<file path="config.mk">
export PLATFORM = sky130hd
export DESIGN_NAME = demodRouter
export DESIGN_NICKNAME = d
export VERILOG_FILES = /design/src/demodPkg.sv /design/src/miscRegs.sv /design/src/symbolRouter.sv /design/src/dacRouter.sv /design/src/demodRouter.sv
export SDC_FILE = /design/constraint.sdc
export NUM_CORES = 1
export LEC_CHECK = 0
export BUFFER_PORTS_ARGS = -buffer_cell sky130_fd_sc_hd__buf_2
export CAP_MARGIN = 20
export CORE_AREA = 5 5 166 168
export DETAILED_ROUTE_END_ITERATION = 10
export DIE_AREA = 0 0 171 173
export PLACE_DENSITY = 0.66
export SYNTH_ARGS = -nofsm -noshare
export SYNTH_HDL_FRONTEND = slang
export SYNTH_HIERARCHICAL = 1
export SYNTH_SLANG_ARGS = --single-unit
</file>
<file path="constraint.sdc">
create_clock -name ck933 -period 3.6 [get_ports ck933]
set_clock_uncertainty 0.2 [all_clocks]
set_input_delay 0.36 -clock ck933 [delete_from_list [all_inputs] [get_ports ck933]]
set_output_delay 0.36 -clock ck933 [all_outputs]
set_load 0.01 [all_outputs]
</file>
<file path="src/demodPkg.sv">
// Any mode outside the three special codes runs the legacy path, and misc offsets are even half-word addresses
package demodPkg;

    // ******************************
    // Widths
    // ******************************
    localparam int addrWidth = 12;
    localparam int busWidth  = 16;
    localparam int symWidth  = 18;
    localparam int dacWidth  = 14;
    localparam int modeWidth = 4;
    localparam int selWidth  = 4;

    // Demodulator modes needing special routing
    localparam logic [modeWidth-1:0] modeMultiH     = 4'd8;
    localparam logic [modeWidth-1:0] modePcmTrellis = 4'd9;
    localparam logic [modeWidth-1:0] modeSoqpsk     = 4'd10;

    // DAC select codes served by the trellis decoders
    localparam logic [selWidth-1:0] dacSelTrellisI     = 4'd12;
    localparam logic [selWidth-1:0] dacSelTrellisQ     = 4'd13;
    localparam logic [selWidth-1:0] dacSelTrellisPhErr = 4'd14;
    localparam logic [selWidth-1:0] dacSelTrellisIndex = 4'd15;

    // ******************************
    // Misc register map
    // ******************************
    localparam logic [7:0] miscPage = 8'hF0;

    localparam logic [3:0] offVersionLo = 4'h0;
    localparam logic [3:0] offVersionHi = 4'h2;
    localparam logic [3:0] offClockLo   = 4'h4;
    localparam logic [3:0] offClockHi   = 4'h6;
    localparam logic [3:0] offMode      = 4'h8;
    localparam logic [3:0] offDacSel    = 4'hA;
    localparam logic [3:0] offReset     = 4'hC;

    // Core reset pulse length in clocks
    localparam int coreResetCycles = 6;

    // ******************************
    // Struct types
    // ******************************
    typedef struct packed {
        logic                 cs;
        logic                 rd;
        logic                 wr;
        logic [addrWidth-1:0] addr;
        logic [busWidth-1:0]  wrData;
    } busReqT;

    // Legacy demod symbol outputs
    typedef struct packed {
        logic                iSymEn;
        logic                iSym2xEn;
        logic                trellisSymSync;
        logic                iBit;
        logic                qBit;
        logic [symWidth-1:0] iSym;
        logic [symWidth-1:0] qSym;
    } demodSymT;

    typedef struct packed {
        logic                symEn;
        logic                sym2xEn;
        logic [symWidth-1:0] iSym;
        logic [symWidth-1:0] qSym;
    } symFeedT;

    // Decoder result with the hard bit as decision
    typedef struct packed {
        logic symEn;
        logic sym2xEn;
        logic decision;
    } trellisResT;

    typedef struct packed {
        logic                sync;
        logic [symWidth-1:0] data;
    } dacSrcT;

    typedef struct packed {
        logic symEn;
        logic sym2xEn;
        logic iData;
        logic qData;
    } dataOutT;

endpackage

</file>
<file path="src/miscRegs.sv">
// Requests last one cycle with no wait states, and coreResetCycles must be at least 2
`timescale 1ns/10ps

module miscRegs #(
    parameter logic [demodPkg::busWidth-1:0] verNumber = 16'h0000
) (
    input  logic                                ck933,
    input  logic                                clockCounterEn,
    input  demodPkg::busReqT                    busReq,
    output logic [demodPkg::busWidth-1:0]       busRdData,
    output logic [demodPkg::modeWidth-1:0]      demodMode,
    output logic [2:0][demodPkg::selWidth-1:0]  dacSel,
    output logic                                coreReset
);

    localparam int resetCntWidth = $clog2(demodPkg::coreResetCycles);

    logic                          miscHit;
    logic [3:0]                    offset;
    logic                          wrEn;
    logic                          rdEn;
    logic                          anyRd;
    logic [31:0]                   clockCounter;
    logic [15:0]                   clockHoldHi;
    logic [resetCntWidth-1:0]      resetCount;
    logic [demodPkg::busWidth-1:0] rdMux;

    // ******************************
    // Address decode
    // ******************************
    assign miscHit = busReq.cs && (busReq.addr[demodPkg::addrWidth-1:4] == demodPkg::miscPage);
    assign offset  = busReq.addr[3:0];
    assign wrEn    = miscHit && busReq.wr;
    assign rdEn    = miscHit && busReq.rd;
    // Reads anywhere on the bus refresh the read data
    assign anyRd   = busReq.cs && busReq.rd;

    // Mode and DAC select registers
    always_ff @(posedge ck933 or posedge clockCounterEn) begin
        if (clockCounterEn) begin
            demodMode <= '0;
            dacSel    <= '0;
        end else if (wrEn) begin
            case (offset)
                demodPkg::offMode:   demodMode <= busReq.wrData[demodPkg::modeWidth-1:0];
                demodPkg::offDacSel: dacSel <= busReq.wrData[3*demodPkg::selWidth-1:0];
                default: ;
            endcase
        end
    end

    // ******************************
    // Clock counter
    // ******************************
    // Write to clock low restarts the count, read of clock low snapshots it
    always_ff @(posedge ck933 or posedge clockCounterEn) begin
        if (clockCounterEn) begin
            clockCounter <= '0;
            clockHoldHi  <= '0;
        end else begin
            if (wrEn && (offset == demodPkg::offClockLo)) begin
                clockCounter <= '0;
            end else begin
                clockCounter <= clockCounter + 32'd1;
            end
            if (rdEn && (offset == demodPkg::offClockLo)) begin
                clockHoldHi <= clockCounter[31:16];
            end
        end
    end

    // ******************************
    // Core reset stretcher
    // ******************************
    always_ff @(posedge ck933 or posedge clockCounterEn) begin
        if (clockCounterEn) begin
            coreReset  <= 1'b0;
            resetCount <= '0;
        end else if (rdEn && (offset == demodPkg::offReset)) begin
            coreReset  <= 1'b1;
            resetCount <= resetCntWidth'(demodPkg::coreResetCycles - 1);
        end else if (resetCount != '0) begin
            resetCount <= resetCount - 1'b1;
        end else begin
            coreReset <= 1'b0;
        end
    end

    // ******************************
    // Read data
    // ******************************
    always_comb begin
        rdMux = '0;
        if (miscHit) begin
            case (offset)
                demodPkg::offVersionLo: rdMux = '0;
                demodPkg::offVersionHi: rdMux = verNumber;
                // Low half comes straight from the counter being captured
                demodPkg::offClockLo:   rdMux = clockCounter[15:0];
                demodPkg::offClockHi:   rdMux = clockHoldHi;
                demodPkg::offMode: begin
                    rdMux = {{(demodPkg::busWidth - demodPkg::modeWidth){1'b0}}, demodMode};
                end
                demodPkg::offDacSel: begin
                    rdMux = {{(demodPkg::busWidth - 3*demodPkg::selWidth){1'b0}}, dacSel};
                end
                default: rdMux = '0;
            endcase
        end
    end

    always_ff @(posedge ck933 or posedge clockCounterEn) begin
        if (clockCounterEn) begin
            busRdData <= '0;
        end else if (anyRd) begin
            busRdData <= rdMux;
        end
    end

endmodule

</file>
<file path="src/symbolRouter.sv">
// Mode changes act on the next sample, and the trellis result path is one stage longer than legacy
`timescale 1ns/10ps

module symbolRouter (
    input  logic                           ck933,
    input  logic                           clockCounterEn,
    input  logic [demodPkg::modeWidth-1:0] demodMode,
    input  demodPkg::demodSymT             demodSym,
    input  demodPkg::trellisResT           pcmRes,
    input  demodPkg::trellisResT           soqpskRes,
    output demodPkg::symFeedT              pcmFeed,
    output demodPkg::symFeedT              soqpskFeed,
    output demodPkg::symFeedT              multiHFeed,
    output demodPkg::dataOutT              dataOut
);

    logic                 pcmMode;
    logic                 soqpskMode;
    logic                 multiHMode;
    logic                 trellisMode;
    demodPkg::trellisResT trellisRes;

    // Enables pass only on the feed whose mode is active
    function automatic demodPkg::symFeedT gateFeed(input demodPkg::demodSymT sym,
                                                   input logic modeMatch);
        demodPkg::symFeedT feed;
        feed.symEn   = sym.trellisSymSync & modeMatch;
        feed.sym2xEn = sym.iSym2xEn & modeMatch;
        feed.iSym    = sym.iSym;
        feed.qSym    = sym.qSym;
        return feed;
    endfunction

    assign pcmMode     = (demodMode == demodPkg::modePcmTrellis);
    assign soqpskMode  = (demodMode == demodPkg::modeSoqpsk);
    assign multiHMode  = (demodMode == demodPkg::modeMultiH);
    assign trellisMode = pcmMode || soqpskMode;

    // ******************************
    // Decoder feeds
    // ******************************
    always_ff @(posedge ck933 or posedge clockCounterEn) begin
        if (clockCounterEn) begin
            pcmFeed    <= '0;
            soqpskFeed <= '0;
            multiHFeed <= '0;
        end else begin
            pcmFeed    <= gateFeed(demodSym, pcmMode);
            soqpskFeed <= gateFeed(demodSym, soqpskMode);
            multiHFeed <= gateFeed(demodSym, multiHMode);
        end
    end

    // Reclock of the active decoder result
    always_ff @(posedge ck933 or posedge clockCounterEn) begin
        if (clockCounterEn) begin
            trellisRes <= '0;
        end else begin
            trellisRes <= pcmMode ? pcmRes : soqpskRes;
        end
    end

    // ******************************
    // Final data outputs
    // ******************************
    always_ff @(posedge ck933 or posedge clockCounterEn) begin
        if (clockCounterEn) begin
            dataOut <= '0;
        end else if (trellisMode) begin
            dataOut.symEn   <= trellisRes.symEn;
            dataOut.sym2xEn <= trellisRes.sym2xEn;
            // Single decision drives both rails
            dataOut.iData   <= trellisRes.decision;
            dataOut.qData   <= trellisRes.decision;
        end else begin
            dataOut.symEn   <= demodSym.iSymEn;
            dataOut.sym2xEn <= demodSym.iSym2xEn;
            dataOut.iData   <= demodSym.iBit;
            dataOut.qData   <= demodSym.qBit;
        end
    end

endmodule

</file>
<file path="src/dacRouter.sv">
// Samples are truncated to the top 14 bits without rounding, and ports hold between syncs
`timescale 1ns/10ps

module dacRouter #(
    parameter int numDacs = 3
) (
    input  logic                                      ck933,
    input  logic                                      clockCounterEn,
    input  logic [demodPkg::modeWidth-1:0]            demodMode,
    input  logic [numDacs-1:0][demodPkg::selWidth-1:0] dacSel,
    input  demodPkg::dacSrcT [numDacs-1:0]            demodDac,
    input  demodPkg::dacSrcT [numDacs-1:0]            pcmDac,
    input  demodPkg::dacSrcT [numDacs-1:0]            soqpskDac,
    output logic [numDacs-1:0][demodPkg::dacWidth-1:0] dacData
);

    logic                              pcmMode;
    demodPkg::dacSrcT [numDacs-1:0]    srcMux;
    demodPkg::dacSrcT [numDacs-1:0]    dacReg;

    function automatic logic isTrellisSel(input logic [demodPkg::selWidth-1:0] sel);
        logic hit;
        case (sel)
            demodPkg::dacSelTrellisI,
            demodPkg::dacSelTrellisQ,
            demodPkg::dacSelTrellisPhErr,
            demodPkg::dacSelTrellisIndex: hit = 1'b1;
            default:                      hit = 1'b0;
        endcase
        return hit;
    endfunction

    // SOQPSK decoder owns the trellis source outside PCM mode
    assign pcmMode = (demodMode == demodPkg::modePcmTrellis);

    // ******************************
    // Source select
    // ******************************
    always_comb begin
        for (int ch = 0; ch < numDacs; ch++) begin
            if (!isTrellisSel(dacSel[ch])) begin
                srcMux[ch] = demodDac[ch];
            end else if (pcmMode) begin
                srcMux[ch] = pcmDac[ch];
            end else begin
                srcMux[ch] = soqpskDac[ch];
            end
        end
    end

    always_ff @(posedge ck933 or posedge clockCounterEn) begin
        if (clockCounterEn) begin
            dacReg <= '0;
        end else begin
            dacReg <= srcMux;
        end
    end

    // ******************************
    // DAC port registers
    // ******************************
    always_ff @(posedge ck933 or posedge clockCounterEn) begin
        if (clockCounterEn) begin
            dacData <= '0;
        end else begin
            for (int ch = 0; ch < numDacs; ch++) begin
                if (dacReg[ch].sync) begin
                    dacData[ch] <= dacReg[ch].data[demodPkg::symWidth-1 -: demodPkg::dacWidth];
                end
            end
        end
    end

endmodule

</file>
<file path="src/demodRouter.sv">
// numDacs must stay at 3 since the select register holds exactly three DAC codes
`timescale 1ns/10ps

module demodRouter #(
    parameter logic [demodPkg::busWidth-1:0] verNumber = 16'h0103,
    parameter int                            numDacs   = 3
) (
    input  logic                                       ck933,
    input  logic                                       clockCounterEn,

    // Processor bus
    input  demodPkg::busReqT                           busReq,
    output logic [demodPkg::busWidth-1:0]              busRdData,

    // Core control
    output logic [demodPkg::modeWidth-1:0]             demodMode,
    output logic                                       coreReset,

    // Symbol paths
    input  demodPkg::demodSymT                         demodSym,
    input  demodPkg::trellisResT                       pcmRes,
    input  demodPkg::trellisResT                       soqpskRes,
    output demodPkg::symFeedT                          pcmFeed,
    output demodPkg::symFeedT                          soqpskFeed,
    output demodPkg::symFeedT                          multiHFeed,
    output demodPkg::dataOutT                          dataOut,

    // DAC paths
    input  demodPkg::dacSrcT [numDacs-1:0]             demodDac,
    input  demodPkg::dacSrcT [numDacs-1:0]             pcmDac,
    input  demodPkg::dacSrcT [numDacs-1:0]             soqpskDac,
    output logic [numDacs-1:0][demodPkg::dacWidth-1:0] dacData
);

    logic [numDacs-1:0][demodPkg::selWidth-1:0] dacSel;

    // ******************************
    // Register space
    // ******************************
    miscRegs #(
        .verNumber(verNumber)
    ) i_miscRegs (
        .ck933         (ck933),
        .clockCounterEn(clockCounterEn),
        .busReq        (busReq),
        .busRdData     (busRdData),
        .demodMode     (demodMode),
        .dacSel        (dacSel),
        .coreReset     (coreReset)
    );

    // ******************************
    // Symbol and data routing
    // ******************************
    symbolRouter i_symbolRouter (
        .ck933         (ck933),
        .clockCounterEn(clockCounterEn),
        .demodMode     (demodMode),
        .demodSym      (demodSym),
        .pcmRes        (pcmRes),
        .soqpskRes     (soqpskRes),
        .pcmFeed       (pcmFeed),
        .soqpskFeed    (soqpskFeed),
        .multiHFeed    (multiHFeed),
        .dataOut       (dataOut)
    );

    // DAC source routing
    dacRouter #(
        .numDacs(numDacs)
    ) i_dacRouter (
        .ck933         (ck933),
        .clockCounterEn(clockCounterEn),
        .demodMode     (demodMode),
        .dacSel        (dacSel),
        .demodDac      (demodDac),
        .pcmDac        (pcmDac),
        .soqpskDac     (soqpskDac),
        .dacData       (dacData)
    );

endmodule

</file>
==> impl_metrics.env, run 1 <==
export IMPL_required_ns=3.79
export IMPL_drive_gt1_frac=0.412
export IMPL_maxCapViolCount=0
export IMPL_dpl_worst_slack_ns=0.736
export IMPL_grt_pass1_wl_um=46100
export IMPL_cts_root_buffer="clkbuf_16"
export IMPL_htreeDepth=1
export IMPL_via_per_inst=4.86
export IMPL_synth_simple_area_share=0.110
export IMPL_die_x_um=171
export IMPL_stdcell_count=1615
export IMPL_dp_hpwl_um=22200
export IMPL_mostFrequentLayoutCells="391 x buf_2, 220 x dfrtp_1, 147 x dlygate4sd3_1"
export IMPL_slowest_delay_ns=0.81
export IMPL_ant_nets=0
export IMPL_hold_start="soqpskDac[36]"
export IMPL_fillers=2175
export IMPL_num_vias=7850
export IMPL_worstMarginPinSlew_ns=1.03
export IMPL_total_power_mw=5.78
export IMPL_synth_top_family_by_area="multiplexers"
export IMPL_grt_max_degree=70
export IMPL_leakagePower_nw=6.56
export IMPL_numPortBuffers=391
export IMPL_critPathTopFamily="buffers and inverters"
export IMPL_crit_arrival_ns=3.09
export IMPL_worst_r2r_path_depth=5
export IMPL_ios=432
export IMPL_clk_latency_ns=0.50
export IMPL_cts_resized=0
export IMPL_worstSetupPathType="reg2reg"
export IMPL_synth_edf_count=0
export IMPL_hold_depth=3
export IMPL_cts_tree="done"
export IMPL_nets=1518
export IMPL_detail_route_first_pass_iterations=7
export IMPL_rsz0062_at_grt="false"
export IMPL_critPathBufInv=2
export IMPL_seqCellArea_sq_mm=0.00551
export IMPL_critPathCaptureType="flip-flop"
export IMPL_multiInputGateArea_sq_mm=0.00326
export IMPL_yosysSeqAreaShare=0.575
export IMPL_post_cts_buffers=0
export IMPL_drc_errors=0
export IMPL_setup_tns_final_ns=0
export IMPL_setup_violations=0
export IMPL_wirelength_um=30600
export IMPL_synth_distinct_cells=51
export IMPL_r2r_end="i_dacRouter/dacReg[34]"
export IMPL_worstPathCellList="and4bb_4 > buf_4 > mux2i_1 > o21ai_1 > dlygate4sd3_1"
export IMPL_finalCritPeriodShare=0.808
export IMPL_syn_instance_count=799
export IMPL_cp_start_kind="flip-flop"
export IMPL_cts_buffers=24
export IMPL_clk_path_buf_depth=3
export IMPL_syn2layout_area_growth_pct=41.0
export IMPL_gp_congestion=0.869
export IMPL_final_hold_violation_count=0
export IMPL_worstReg2RegStart="i_miscRegs/demodMode[1]"
export IMPL_drtIter0Drc=469
export IMPL_dieArea_sq_mm=0.0296
export IMPL_clock_sinks=220
export IMPL_final_min_clock_period_ns=2.91
export IMPL_hp_class="in2reg"
export IMPL_async_reset_ff_frac=1.00
export IMPL_relSlewSlack=0.314
export IMPL_antenna_found_initial=5
export IMPL_yosys_warnings=6
export IMPL_track_usage=0.196
export IMPL_avgSynthCellArea_sq_um=12.0
export IMPL_ys_ff_latch=220
export IMPL_rows=59
export IMPL_outcome="complete, no violations"
export IMPL_floorplan_initialDensity=0.372
export IMPL_synth_ff_type="dfrtp_1"
export IMPL_drv_slew=0
export IMPL_fmax_mhz=344
export IMPL_avgRoutedWirePerCell_um=18.9
export IMPL_fin_ws_ns=0.692
export IMPL_hold_path_end="i_dacRouter/dacReg[36]"
export IMPL_coreArea_sq_mm=0.0258
export IMPL_synthAdderAreaFrac=0.00392
export IMPL_die_h_um=173
export IMPL_worstPathMaxFanout=32
export IMPL_synth_compound_area_frac=0.0600
export IMPL_grt_overflow_total=0
export IMPL_hold_slack_ns=0.0115
export IMPL_grt_pass1_vias=8100
export IMPL_synth_fp_nets=1053
export IMPL_syn_cell_area_sq_mm=0.00958
export IMPL_final_common_cell="buf_2"
export IMPL_critical_path_startpoint="i_miscRegs/demodMode[1]"
export IMPL_dpl_cell_count=1425
export IMPL_power_density_mw_per_mm2=428
export IMPL_ir_worst_vdd_mv=0.282
export IMPL_clk_pin_slew_worst_paths_ns=0.06
export IMPL_cp_slowest_cell="and4bb_4"
export IMPL_r2r_setup_slack_ns=0.69
export IMPL_muxShareOfSynthArea=0.139
export IMPL_synth_xor_area_frac=0.0274
export IMPL_holdBufCountCts=147
## worst min-delay path, delay by kind of cell
family,cells,cell delay [ns]
AO/OA/AOI/OAI,1,0.16
buffers and inverters,1,0.08
multiplexers,1,0.06
## synth_stat cells, types with 2 or more instances
library cell	count	area, sq um
a222oi_1	7	70.1
clkbuf_1	19	71.3
nor4_1	11	68.8
a21o_1	2	15.0
nand3_1	7	35.0
a22oi_1	6	45.0
buf_4	73	548
nand2_1	90	338
xnor2_1	21	184
dfrtp_1	220	5510
xor2_1	9	78.8
and3_1	9	56.3
a221o_1	2	20.0
and3b_1	2	17.5
nor2b_1	5	31.3
mux2i_1	46	460
nor2_1	39	146
mux2_4	4	60.1
buf_2	11	55.1
o21ai_1	39	195
mux2_2	72	811
a21oi_1	3	15.0
buf_12	4	80.1
or4_1	2	15.0
nor3_1	9	45.0
nand2b_4	2	27.5
o21ai_0	31	155
inv_1	10	37.5
a221oi_1	2	17.5
and2_1	3	18.8
nand2b_1	2	12.5
ha_1	3	37.5
nand4_1	12	75.1
and4_1	5	43.8
## sequential cells by signal, indices dropped and copies added, names as in the netlist
register,count
i_dacRouter/dacData,42
i_miscRegs/clockCounter,32
i_miscRegs/resetCount,3
i_symbolRouter/multiHFeed,38
i_symbolRouter/soqpskFeed,2
i_miscRegs/clockHoldHi,16
i_miscRegs/dacSel,12
i_miscRegs/coreReset,1
i_miscRegs/busRdData,16
i_symbolRouter/dataOut,4
i_symbolRouter/trellisRes,3
i_dacRouter/dacReg,45
i_miscRegs/demodMode,4
i_symbolRouter/pcmFeed,2
## layout make-up
class	instances	area share
clock buffers	33	0.0508
multi-input cells	459	0.242
well taps	335	0.0310
flip-flops and latches	220	0.408
repair buffers	549	0.263
inverters	10	0.00287
clock inverters	7	0.00260
diodes	2	0.000371
## power by group
part	leakage [nW]	total (mW)	switching (mW)	internal (mW)
clock network	0.363	2.27	0.953	1.32
logic	3.47	0.763	0.358	0.405
registers	2.73	2.75	0.124	2.62
## metal layers
| layer | GRT usage | part of all wire |
|---|---|---|
| met2 | 0.348 | 0.51 |
| met3 | 0.0397 | 0.076 |
| met1 | 0.239 | 0.38 |
| met5 | 0 | 0.00043 |
| met4 | 0.0555 | 0.026 |
## logic make-up (layout without fill, tap and decap cells)
family / after synthesis / after routing
adders and majority gates: 3 / 3
AOI/OAI and AO/OA: 96 / 96
buffers and inverters: 120 / 599
muxes: 122 / 122
xor gates and xnor gates: 30 / 30
DFF: 220 / 220
other: 0 / 2
and+or+nand+nor: 208 / 208
## how the worst max path moves through the flow
stage	end	slack, ns	cells past startpoint
2_1_floorplan	i_dacRouter/dacData[0]	0.79	1
3_3_place_gp	i_miscRegs/clockHoldHi[12]	0.78	6
3_5_place_dp	i_miscRegs/clockHoldHi[6]	0.74	6
4_1_cts	i_dacRouter/dacReg[34]	0.72	5
5_1_grt	i_dacRouter/dacReg[29]	0.59	5
6_report	i_dacRouter/dacReg[34]	0.69	5
## per-stage QoR
stage	utilization	area [sq um]
global placement	0.438	11300
detailed placement	0.438	11300
CTS	0.523	13500
floorplan	-	9580
finish	0.524	13500
global route	0.524	13500
Note: power is estimated with default switching activity, not from simulation.
==> run 2, diff against run 1 <==
Settings changed: ABC_AREA set to 1, CORE_AREA 5 5 166 168 to 5 5 164 166, DIE_AREA 0 0 171 173 to 0 0 169 171, PLACE_DENSITY 0.66 to 0.71.
Clock period 3.6 ns to 2.8 ns, I/O delays scaled along.
==> impl_metrics.env, run 2 <==
export IMPL_synth_most_common_cell="nand2_1"
export IMPL_maxCapViolCount=0
export IMPL_post_cts_buffers=0
export IMPL_num_vias=10183
export IMPL_outcome="complete, no violations"
export IMPL_detail_route_first_pass_iterations=6
export IMPL_clk_pin_slew_worst_paths_ns=0.06
export IMPL_required_ns=2.99
export IMPL_cts_tree="done"
export IMPL_fillers=2189
export IMPL_avgSynthCellArea_sq_um=8.54
export IMPL_rsz0062_at_grt="false"
export IMPL_numPortBuffers=391
export IMPL_mostFrequentLayoutCells="391 x buf_2, 385 x nand2_1, 220 x dfrtp_1"
export IMPL_die_x_um=169
export IMPL_final_hold_violation_count=0
export IMPL_power_density_mw_per_mm2=538
export IMPL_leakagePower_nw=8.05
export IMPL_dpl_worst_slack_ns=0.742
export IMPL_setup_tns_final_ns=0
export IMPL_grt_overflow_total=0
export IMPL_nets=1967
export IMPL_largest_registers="i_dacRouter/dacReg: 45 flops, i_dacRouter/dacData: 42 flops, i_symbolRouter/multiHFeed: 38 flops"
export IMPL_ios=432
export IMPL_grt_max_degree=88
export IMPL_dp_hpwl_um=26000
export IMPL_grt_pass1_vias=10288
export IMPL_async_reset_ff_frac=1.00
export IMPL_ant_nets=0
export IMPL_hp_class="in2reg"
export IMPL_floorplan_initialDensity=0.415
export IMPL_dpl_cell_area_sq_mm=0.0122
export IMPL_ys_top_cells_by_count="385 x nand2_1, 220 x dfrtp_1, 160 x inv_1, 131 x nand3_1, 85 x nor2_1"
export IMPL_worstSetupPathType="reg2reg"
export IMPL_synthTopCellsByArea="dfrtp_1 52%, nand2_1 14%, nand3_1 6.2%, inv_1 5.7%, buf_4 5.2%"
export IMPL_relSlewSlack=0.551
export IMPL_ys_ff_latch=220
export IMPL_dieArea_sq_mm=0.0289
export IMPL_drtIter0Drc=805
export IMPL_syn_cell_area_sq_mm=0.0106
export IMPL_clock_sinks=220
export IMPL_drc_errors=0
export IMPL_track_usage=0.248
export IMPL_worstMarginPinSlew_ns=0.672
export IMPL_synth_top_cell_by_area="dfrtp_1"
export IMPL_ir_worst_vdd_mv=0.385
export IMPL_fin_ws_ns=0.139
export IMPL_coreArea_sq_mm=0.0255
export IMPL_total_power_mw=7.83
export IMPL_synth_ff_type="dfrtp_1"
export IMPL_fmax_mhz=376
export IMPL_cp_start_kind="flip-flop"
export IMPL_syn2layout_area_growth_pct=37.7
export IMPL_drive_gt1_frac=0.291
export IMPL_netlist_area_leader_share=0.521
export IMPL_yosysSeqAreaShare=0.521
export IMPL_antenna_found_initial=4
export IMPL_synth_fp_nets=1492
export IMPL_gp_congestion=0.906
export IMPL_largest_register="i_dacRouter/dacReg"
export IMPL_drv_slew=0
export IMPL_finalCritPeriodShare=0.950
export IMPL_yosys_warnings=6
export IMPL_clk_path_buf_depth=3
export IMPL_critPathCaptureType="flip-flop"
export IMPL_via_per_inst=4.92
export IMPL_crit_arrival_ns=2.85
export IMPL_syn_instance_count=1238
export IMPL_final_common_cell="buf_2"
export IMPL_cts_root_buffer="clkbuf_16"
export IMPL_avgRoutedWirePerCell_um=18.0
export IMPL_final_min_clock_period_ns=2.66
export IMPL_die_h_um=171
export IMPL_setup_violations=0
export IMPL_rows=59
export IMPL_wirelength_um=37300
export IMPL_htreeDepth=1
export IMPL_synth_edf_count=0
export IMPL_cts_buffers=25
export IMPL_grt_pass1_wl_um=56800
export IMPL_worstPathMaxFanout=29
export IMPL_design_area_sq_mm=0.0146
export IMPL_clk_latency_ns=0.51
export IMPL_largest_reg_flops=45
export IMPL_synth_distinct_cells=37
## run 2: cell type report
type	instances	area, sq um	share of cell area
clock inverter	12	123	0.00842
sequential	220	5510	0.378
timing repair buffer	552	3570	0.245
antenna	4	10.0	0.000688
tap	335	419	0.0288
inverter	170	649	0.0446
multi-input combinational	744	3590	0.246
clock buffer	33	696	0.0478
## run 2: repair_timing
| action | CTS | global route |
|---|---|---|
| hold buffers | 151 | 0 |
| setup endpoints to repair | 0 | 1 |
| resized for setup | 0 | 1 |
| endpoints found under the hold margin | 312 | 0 |
## run 2: worst paths after layout
check	startpoint	to	cells past startpoint	slack (ns)
setup / recovery	i_miscRegs/demodMode[1]	i_dacRouter/dacReg[12]	6	0.14
hold / removal	busReq[29]	i_miscRegs/busRdData[14]	5	0.04
setup reg to reg	i_miscRegs/demodMode[1]	i_dacRouter/dacReg[12]	6	0.14
hold reg to reg	i_symbolRouter/trellisRes[2]	i_symbolRouter/dataOut[3]	2	0.24
max in group asynchronous	clockCounterEn	i_symbolRouter/multiHFeed[27]	4	1.52
min in group asynchronous	clockCounterEn	i_dacRouter/dacData[20]	4	0.24
## run 2: metrics by stage
stage | cells | hold WS [ns] | util
after floorplan | 1238 | 0.111 | -
after global placement | 1870 | 0.189 | 0.480
after detailed placement | 1870 | 0.189 | 0.480
after CTS | 2066 | 0.0195 | 0.571
after global routing | 2069 | 0.0572 | 0.572
final | 2070 | 0.0445 | 0.572
## run 2: metal layers
| layer | track usage | share of wire |
|---|---|---|
| met5 | 0 | 0 |
| met3 | 0.0640 | 0.083 |
| met4 | 0.103 | 0.045 |
| met1 | 0.305 | 0.39 |
| met2 | 0.416 | 0.48 |
## run 2: cells by family (layout without fill, tap and decap cells)
kind of cell,Yosys count,after routing,synth area share
AOI/OAI and AO/OA,53,53,0.0260
adders and majority gates,3,3,0.00355
xor gates and xnor gates,8,8,0.00663
and+or+nand+nor,638,638,0.258
other,0,4,0
muxes,42,42,0.0447
buffers and inverters,274,767,0.140
DFF,220,220,0.521
## run 2: report_power, final
group          total, mW  leakage (nW)  switching (mW)  internal, mW
Clock               3.25         0.402            1.32          1.93
Sequential          3.50          2.66           0.133          3.37
Combinational       1.08          4.99           0.558         0.519
## run 2: critical path: stages, from the launching register on
cell	delay [ns]
dfrtp_1	0.56
nor2_8	0.53
buf_4	0.34
nand3_1	0.11
nand3_1	0.14
nand2_1	0.07
dlygate4sd3_1	0.57
==> run 3, diff against run 2 <==
Settings changed: CORE_AREA 5 5 164 166 to unset, CORE_ASPECT_RATIO set to 0.75, CORE_MARGIN set to 5, CORE_UTILIZATION set to 45, DIE_AREA 0 0 169 171 to unset, PLACE_DENSITY 0.71 to 0.75.
==> impl_metrics.env, run 3 (synthesis gave the netlist of run 2 again) <==
export IMPL_ant_nets=0
export IMPL_coreArea_sq_mm=0.0231
export IMPL_drive_gt1_frac=0.290
export IMPL_drv_slew=0
export IMPL_power_density_mw_per_mm2=532
export IMPL_floorplan_initialDensity=0.458
export IMPL_gp_congestion=0.977
export IMPL_design_area_sq_mm=0.0145
export IMPL_detail_route_first_pass_iterations=8
export IMPL_setup_violations=0
export IMPL_cts_buffers=23
export IMPL_hold_slack_ns=0.0704
export IMPL_fin_ws_ns=0.197
export IMPL_final_min_clock_period_ns=2.60
export IMPL_critPathCaptureType="flip-flop"
export IMPL_outcome="complete, no violations"
export IMPL_largest_register="i_dacRouter/dacReg"
export IMPL_grt_max_degree=51
export IMPL_post_cts_buffers=0
export IMPL_cts_root_buffer="clkbuf_16"
export IMPL_required_ns=3.04
export IMPL_antenna_found_initial=1
export IMPL_dp_hpwl_um=25000
export IMPL_clk_latency_ns=0.50
export IMPL_worstPathMaxFanout=46
export IMPL_clk_pin_slew_worst_paths_ns=0.06
export IMPL_setup_tns_final_ns=0
export IMPL_ios=432
export IMPL_leakagePower_nw=8.03
export IMPL_clk_path_buf_depth=3
export IMPL_dpl_cell_area_sq_mm=0.0122
export IMPL_mostFrequentLayoutCells="391 x buf_2, 385 x nand2_1, 220 x dfrtp_1"
export IMPL_final_common_cell="buf_2"
export IMPL_via_per_inst=4.90
export IMPL_hold_start="busReq[25]"
export IMPL_wirelength_um=35400
export IMPL_nets=1967
export IMPL_track_usage=0.254
export IMPL_crit_arrival_ns=2.84
export IMPL_worstMarginPinSlew_ns=0.757
export IMPL_htreeDepth=1
export IMPL_maxCapViolCount=0
export IMPL_hp_class="in2reg"
export IMPL_finalCritPeriodShare=0.930
export IMPL_rsz0062_at_grt="false"
export IMPL_numPortBuffers=391
export IMPL_rows=48
export IMPL_drc_errors=0
export IMPL_final_hold_violation_count=0
export IMPL_worstSetupPathType="reg2reg"
export IMPL_ir_worst_vdd_mv=0.367
export IMPL_post_route_util=0.628
export IMPL_dpl_worst_slack_ns=0.740
export IMPL_grt_pass1_vias=9813
export IMPL_worstReg2RegStart="i_miscRegs/demodMode[0]"
export IMPL_cp_start_kind="flip-flop"
export IMPL_critical_path_startpoint="i_miscRegs/demodMode[0]"
export IMPL_syn2layout_area_growth_pct=36.9
export IMPL_grt_pass1_wl_um=54500
export IMPL_largest_reg_flops=45
export IMPL_relSlewSlack=0.495
export IMPL_largest_registers="i_dacRouter/dacReg: 45 flops, i_dacRouter/dacData: 42 flops, i_symbolRouter/multiHFeed: 38 flops"
export IMPL_num_vias=9936
export IMPL_clock_sinks=220
export IMPL_die_h_um=143
export IMPL_dieArea_sq_mm=0.0267
export IMPL_cts_tree="done"
export IMPL_avgRoutedWirePerCell_um=17.4
export IMPL_r2r_setup_slack_ns=0.20
export IMPL_grt_overflow_total=0
export IMPL_die_x_um=187
export IMPL_fmax_mhz=384
export IMPL_drtIter0Drc=685
run 3: critical path, cell delays in order (launching register included):
cell	delay [ns]
dfrtp_1	0.48
nand2_1	0.14
inv_4	0.42
nand2_8	0.32
nand2_1	0.20
nand3_1	0.09
nand2_1	0.10
dlygate4sd3_1	0.54
run 3: layer usage:
layer  GRT usage  vias up  wire length, um
met3      0.0579       94             2530
met5           0        -               13
met1       0.334     4685            14700
met2       0.425      472            16900
li1            -     4683                -
met4      0.0813        2             1290
run 3: final timing paths:
check,cells after the start,to
min reg2reg,1,i_dacRouter/dacData[14]
min in group asynchronous,3,i_symbolRouter/multiHFeed[26]
min,6,i_miscRegs/clockCounter[22]
max reg2reg,7,i_dacRouter/dacReg[16]
max in group asynchronous,4,i_dacRouter/dacData[8]
max,7,i_dacRouter/dacReg[16]
run 3: report_power, final:
part | leakage (nW) | switching (mW) | internal, mW
Sequential | 2.66 | 0.151 | 3.37
Clock | 0.377 | 1.24 | 1.88
Combinational | 5.00 | 0.534 | 0.520
run 3: stage by stage:
stage / instances / power, mW
final: 2028 / 7.70
after global routing: 2027 / 8.05
after CTS: 2027 / 7.76
after detailed placement: 1837 / 4.44
after global placement: 1837 / 4.41
after floorplan: 1238 / 4.05
run 3: cell type report:
class | count | area, sq um
fillers | 1918 | 8590
flip-flops and latches | 220 | 5510
diodes | 1 | 2.50
well taps | 300 | 375
multi-input cells | 744 | 3590
clock inverters | 10 | 134
clock buffers | 29 | 638
repair buffers | 554 | 3580
inverters | 170 | 647
run 3: timing repair:
item / CTS / global route
gates resized for setup: 0 / 0
hold endpoints to repair: 214 / 0
hold buffers: 151 / 0
